### src/logic/decodePkg.sv
package decodePkg;

  typedef logic [31:0] instrT;
  typedef logic [3:0]  aluCtrlT;  // RISC-V encodings, ARM codes zero-extended
  typedef logic [3:0]  condT;
  typedef logic [1:0]  memSizeT;  // byte, half, word
  typedef logic [2:0]  immSrcT;
  typedef logic [2:0]  creditT;

  localparam int OUT_DEPTH    = 2;  // stage buffer, power of two
  localparam int OUT_PTR_W    = $clog2(OUT_DEPTH);
  localparam int EXEC_CREDITS = 4;  // execute queue depth
  localparam int BUNDLE_W     = 28; // packed control bundle width

  localparam condT    COND_ALWAYS = 4'b1110;
  localparam memSizeT MEM_WORD    = 2'b10;

  // RV32I major opcodes
  localparam logic [6:0] OP_LOAD   = 7'b0000011;
  localparam logic [6:0] OP_STORE  = 7'b0100011;
  localparam logic [6:0] OP_RTYPE  = 7'b0110011;
  localparam logic [6:0] OP_BRANCH = 7'b1100011;
  localparam logic [6:0] OP_ITYPE  = 7'b0010011;
  localparam logic [6:0] OP_JAL    = 7'b1101111;
  localparam logic [6:0] OP_JALR   = 7'b1100111;
  localparam logic [6:0] OP_LUI    = 7'b0110111;
  localparam logic [6:0] OP_AUIPC  = 7'b0010111;

  // ARM op field, instr[27:26]
  localparam logic [1:0] ARM_OP_DP  = 2'b00;
  localparam logic [1:0] ARM_OP_MEM = 2'b01;
  localparam logic [1:0] ARM_OP_BR  = 2'b10;

endpackage

### src/logic/decodeOutReg.sv
`timescale 1ns/100ps

module decodeOutReg (
  input  logic               clk,
  input  logic               arstN,
  input  logic               instrValid,
  input  decodePkg::instrT   instr,
  input  logic               armNext,
  input  logic               illegal,
  input  logic               decRegWrite,
  input  logic               decMemWrite,
  input  decodePkg::memSizeT decMemSize,
  input  logic               decMemSigned,
  input  decodePkg::aluCtrlT decAluControl,
  input  logic [1:0]         decBranch,
  input  logic               decAluSrc,
  input  decodePkg::immSrcT  decImmSrc,
  input  decodePkg::condT    decCond,
  input  logic               decPcSrc,
  input  logic [1:0]         decFlagWrite,
  input  logic [1:0]         decRegSrc,
  input  logic [1:0]         decResultSrc,
  input  logic               decJump,
  input  logic               decPcRes,
  input  logic               execCreditReturn,
  output logic               armIn,
  output logic               fetchCredit,
  output logic               outValid,
  output decodePkg::instrT   outInstr,
  output logic               armMode,
  output logic               outIllegal,
  output logic               regWrite,
  output logic               memWrite,
  output decodePkg::memSizeT memSize,
  output logic               memSigned,
  output decodePkg::aluCtrlT aluControl,
  output logic [1:0]         branch,
  output logic               aluSrc,
  output decodePkg::immSrcT  immSrc,
  output decodePkg::condT    cond,
  output logic               pcSrc,
  output logic [1:0]         flagWrite,
  output logic [1:0]         regSrc,
  output logic [1:0]         resultSrc,
  output logic               jump,
  output logic               pcRes
);

  logic [decodePkg::BUNDLE_W-1:0]  bundleMem [decodePkg::OUT_DEPTH];
  decodePkg::instrT                instrMem  [decodePkg::OUT_DEPTH];
  logic [decodePkg::OUT_DEPTH-1:0] modeTag, illegalTag;
  logic [decodePkg::BUNDLE_W-1:0]  wrBundle;
  logic [decodePkg::OUT_PTR_W-1:0] wrPtr, rdPtr;
  logic [decodePkg::OUT_PTR_W:0]   count;
  decodePkg::creditT               execCredits;
  logic                            armQ;

  assign wrBundle = {decRegWrite, decMemWrite, decMemSize, decMemSigned, decAluControl,
                     decBranch, decAluSrc, decImmSrc, decCond, decPcSrc, decFlagWrite,
                     decRegSrc, decResultSrc, decJump, decPcRes};

  assign {regWrite, memWrite, memSize, memSigned, aluControl, branch, aluSrc, immSrc,
          cond, pcSrc, flagWrite, regSrc, resultSrc, jump, pcRes} = bundleMem[rdPtr];

  assign outInstr   = instrMem[rdPtr];
  assign armMode    = modeTag[rdPtr];
  assign outIllegal = illegalTag[rdPtr];
  assign armIn      = armQ;

  assign outValid = (count != '0) && (execCredits != '0); // head pops on every output

  always_ff @(posedge clk) begin
    if (instrValid) begin
      bundleMem[wrPtr] <= wrBundle;
      instrMem[wrPtr]  <= instr;
    end
  end

  always_ff @(posedge clk or negedge arstN) begin
    if (!arstN) begin
      armQ       <= 1'b0; // RISC-V
      modeTag    <= '0;
      illegalTag <= '0;
      wrPtr      <= '0;
      rdPtr      <= '0;
      count      <= '0;
    end else begin
      if (instrValid) begin
        armQ              <= armNext;
        modeTag[wrPtr]    <= armNext;
        illegalTag[wrPtr] <= illegal;
        wrPtr             <= wrPtr + 1'b1;
      end
      if (outValid) begin
        rdPtr <= rdPtr + 1'b1;
      end
      case ({instrValid, outValid})
        2'b10:   count <= count + 1'b1;
        2'b01:   count <= count - 1'b1;
        default: count <= count;
      endcase
    end
  end

  always_ff @(posedge clk or negedge arstN) begin
    if (!arstN) begin
      execCredits <= decodePkg::creditT'(decodePkg::EXEC_CREDITS);
      fetchCredit <= 1'b0;
    end else begin
      execCredits <= execCredits - decodePkg::creditT'(outValid)
                                 + decodePkg::creditT'(execCreditReturn);
      fetchCredit <= outValid; // slot freed, hand credit back
    end
  end

  // fetch credits must keep it off a full buffer
  assert property (@(posedge clk) disable iff (!arstN)
    instrValid |-> count < decodePkg::OUT_DEPTH)
    else $error("decodeOutReg: write into full buffer");

  assert property (@(posedge clk) disable iff (!arstN)
    (execCredits == '0 && !execCreditReturn) |=> !outValid)
    else $error("decodeOutReg: output sent without execute credit");

  // execute returns no more than it was given
  assert property (@(posedge clk) disable iff (!arstN)
    execCredits <= decodePkg::creditT'(decodePkg::EXEC_CREDITS))
    else $error("decodeOutReg: execute credit overflow");

endmodule

### config.mk
export PLATFORM = sky130hd
export DESIGN_NAME = decodeOutReg
export DESIGN_NICKNAME = d
export VERILOG_FILES = /design/src/logic/decodePkg.sv /design/src/logic/decodeOutReg.sv
export SDC_FILE = /design/constraint.sdc
export NUM_CORES = 1
export LEC_CHECK = 0
export ABC_CLOCK_PERIOD_IN_PS = 2200
export BUFFER_PORTS_ARGS = -buffer_cell sky130_fd_sc_hd__buf_2
export CAP_MARGIN = 20
export CORE_MARGIN = 5
export CORE_UTILIZATION = 47
export DETAILED_ROUTE_END_ITERATION = 16
export GPL_TIMING_DRIVEN = 1
export HOLD_SLACK_MARGIN = 0.03
export PLACE_DENSITY = 0.78
export SYNTH_ARGS = -nofsm -noshare
export SYNTH_HDL_FRONTEND = slang
export SYNTH_SLANG_ARGS = --single-unit
### constraint.sdc
create_clock -name clk -period 2.2 [get_ports clk]
set_clock_uncertainty 0.15 [all_clocks]
set_input_delay 0.44 -clock clk [delete_from_list [all_inputs] [get_ports clk]]
set_output_delay 0.44 -clock clk [all_outputs]
set_load 0.05 [all_outputs]
==> impl_metrics.csv <==
group,metric,value,unit
final_layout,fillCellCount,582,
pwr,p_per_area,1520,nW/um^2
setup_path,timing.setup.critical_path_class,"register to output pin",
synthesis,syn_area,4970,um^2
min_path,hold-path-cell-count,2,
route,totalWireLength,10.9,mm
cts,cts-root-to-sink-buffers,2,
pwr,switching_share_of_power,37.1,%
setup_path,worstSetupEndpointType,"output pin",
timing,min_period,2.33,ns
pwr,power.combinational.fraction,45.9,%
setup_path,worstPathRequired,1.61,ns
final_layout,stdcell_count,597,
cts,clock_tree.root_cell,"clkbuf_8",
timing,finalSetupViolCount,62,
global_route,initial_antenna_violation_count,0,
floorplanning,placement_rows,37,
pwr,peakVddDrop,0.940,mV
timing,worstMarginPinSlew,0.345,ns
cts,cts.reportedPaths.clkPinSlew,0.06,ns
setup_path,arrival,1.74,ns
synthesis,syn_inst,233,
global_route,globalRouteMet3Util,5.03,%
cts,later_pin_clock_latency_in_the_skew_report,0.51,ns
timing,final_min_period_over_clock_period,106,%
synthesis,synthesis.yosys.warnings,0,
final_layout,nNetsFinal,516,
floorplanning,x_dimension_of_the_die,113,um
final_layout,register_area,3930,um^2
synthesis,ys_seq_area_share,79.1,%
placed_design,dp_hpwl,5.86,mm
synthesis,syn_nets,301,
timing,relSlewSlack,77.0,%
pwr,power.share.clock,23.2,%
floorplanning,die-area,12700,um^2
global_route,grt_pass1_vias,3222,
route,antenna_violating_nets_left,0,
route,viasPerCell,4.86,
timing,setup_ws,-0.133,ns
route,firstDrtPassIters,4,
route,dr_total_vias,2900,
final_layout,mostFrequentLayoutCells,"120 x edfxtp_1, 67 x buf_2, 64 x dlygate4sd3_1",
setup_path,timing.critical_path.from_type,"register",
min_path,holdCritPathClass,"input pin to register",
cts,cts.htree.levels,4,
timing,setup_repair_after_global_routing_missed_its_margin,"true",
route,drt_first_iter_violations,101,
floorplanning,initial_utilization,48.1,%
cts,clock_sink_count,133,
timing,max_freq,429,MHz
pwr,power_leakage,3.04,nW
floorplanning,total_core_area,10300,um^2
global_route,grt_start_max_net_pins,61,
placed_design,global_placer_s_final_weighted_congestion,0.713,
global_route,grt_util_all_layers,17.1,%
global_route,grt_use_met2,30.4,%
placed_design,dp.cells,497,
global_route,global_route_wire_length_before_repair,16.7,mm
route,route.detailed.wl_per_inst,18.2,um
placed_design,placement.setup.worst_slack,0.221,ns
floorplanning,pin_count,131,
cts,numCtsBuffers,17,
final_layout,multi_input_comb_area,1060,um^2
run_status,status,"complete, but fails checks",
route,drt_drc_violations_left,0,
final_layout,fraction_of_final_layout_cells_with_drive_strength_greater_than_1,52.3,%
global_route,groute.layer.met1.usage,19.8,%
setup_path,ff2ff_path_depth,7,
global_route,busiest_layer,"met2",
timing,final-hold-violation-count,0,
pwr,seq_power_share,30.9,%
run,drv.max_cap_violation_count,0,
final_layout,antenna_diode_instance_count,0,
floorplanning,die_height,113,um
global_route,grt.overflow.total,0,
timing,slew_violations,0,
placed_design,buffer_ports.inserted,130,
final_layout,layout-area-overhead-vs-synth,54.3,%
pwr,power.net_switching,4.33,mW
synthesis,post_synth_num_cell_types,23,
pwr,power_report.internal_total,7.35,mW
cts,tritoncts,"done",
synthesis,ffs_latches_synth,133,
final_layout,layout.cells.most_common,"edfxtp_1",
setup_path,critPathMaxFanout,9,
synthesis,synth.avg_cell_area,21.3,um^2
run_status,violations,"setup timing",
## routing by layer
layer,part of all wire (%),wire length (um)
met4,0.74,80
met3,6.5,708
met5,0,0
met2,54,5830
met1,39,4260
## registers in the layout, indices dropped and copies added, names as in the netlist
signal / cells
count: 2
modeTag: 2
rdPtr: 1
wrPtr: 1
illegalTag: 2
bundleMem: 56
armIn: 1
instrMem: 64
fetchCredit: 1
execCredits: 3
## final cells by class
| type | count | share of cell area [%] |
|---|---|---|
| clock inverters | 14 | 2.09 |
| clock buffers | 18 | 5.45 |
| repair buffers | 204 | 24.9 |
| multi-input cells | 90 | 13.9 |
| well taps | 136 | 2.22 |
| flip-flops and latches | 133 | 51.3 |
| inverters | 2 | 0.147 |
## through the flow
stage                     utilization, %  hold slack, ns  instance area, um^2  TNS (ns)  power, mW
final                               74.2          0.0966                 7660     -5.34       11.7
after global routing                74.2          0.0861                 7660     -8.87       12.1
after CTS                           72.0          0.0631                 7440     -5.80       11.3
after detailed placement            56.2           0.206                 5800         0       7.68
after global placement              56.2           0.193                 5800         0       7.60
after floorplan                        -        -0.00559                 4970    -0.110       6.82
## worst paths after layout
path,start,end,slack [ns]
setup / recovery,rdPtr,branch[1],-0.13
hold / removal,instrValid,wrPtr,0.1
setup reg to reg,count[0],execCredits[2],0.19
hold reg to reg,modeTag[1],modeTag[1],0.37
max in group asynchronous,arstN,execCredits[2],1.40
min in group asynchronous,arstN,fetchCredit,0.20
## synthesized netlist by cell type (all sizes together)
cell type	count	area [um^2]
a21oi	1	5.00
and4	1	10.0
buf	8	86.3
dfrtp	12	300
dfstp	1	26.3
edfxtp	120	3600
fa	1	20.0
ha	1	12.5
inv	2	7.51
mux2	67	754
mux2i	1	10.0
nand2	3	11.3
nor2	4	15.0
nor2b	2	20.0
nor3	2	21.3
o21a	1	7.51
or3	1	11.3
xnor2	3	26.3
xor2	2	17.5
## power groups by stage
stage | combinational (mW) | clock, mW | sequential, mW
floorplan | 3.20 | 0 | 3.61
global placement | 4.02 | 0 | 3.59
detailed placement | 4.05 | 0 | 3.63
CTS | 4.92 | 2.77 | 3.59
global route | 5.58 | 2.89 | 3.66
finish | 5.36 | 2.71 | 3.60
## repair_timing
action | in CTS | in global routing
cloned | 0 | 3
buffers inserted | 0 | 1
setup endpoints to repair | 63 | 63
hold buffers | 64 | 0
gates resized for setup | 132 | 43
hold endpoints to repair | 137 | 0
## kinds of logic after synthesis
group	count (synthesis)	synth area share (%)
fa+ha+maj	2	0.655
flops	133	79.1
buf+inv	10	1.89
xor+xnor	5	0.882
compound gates	2	0.252
mux	68	15.4
simple gates	13	1.79
## worst max-delay path, cell delays in order (launching register included)
cell,delay [ns]
dfrtp_2,0.45
buf_12,0.14
buf_12,0.13
mux2_2,0.35
buf_6,0.16
(Power assumes the default switching activity.)
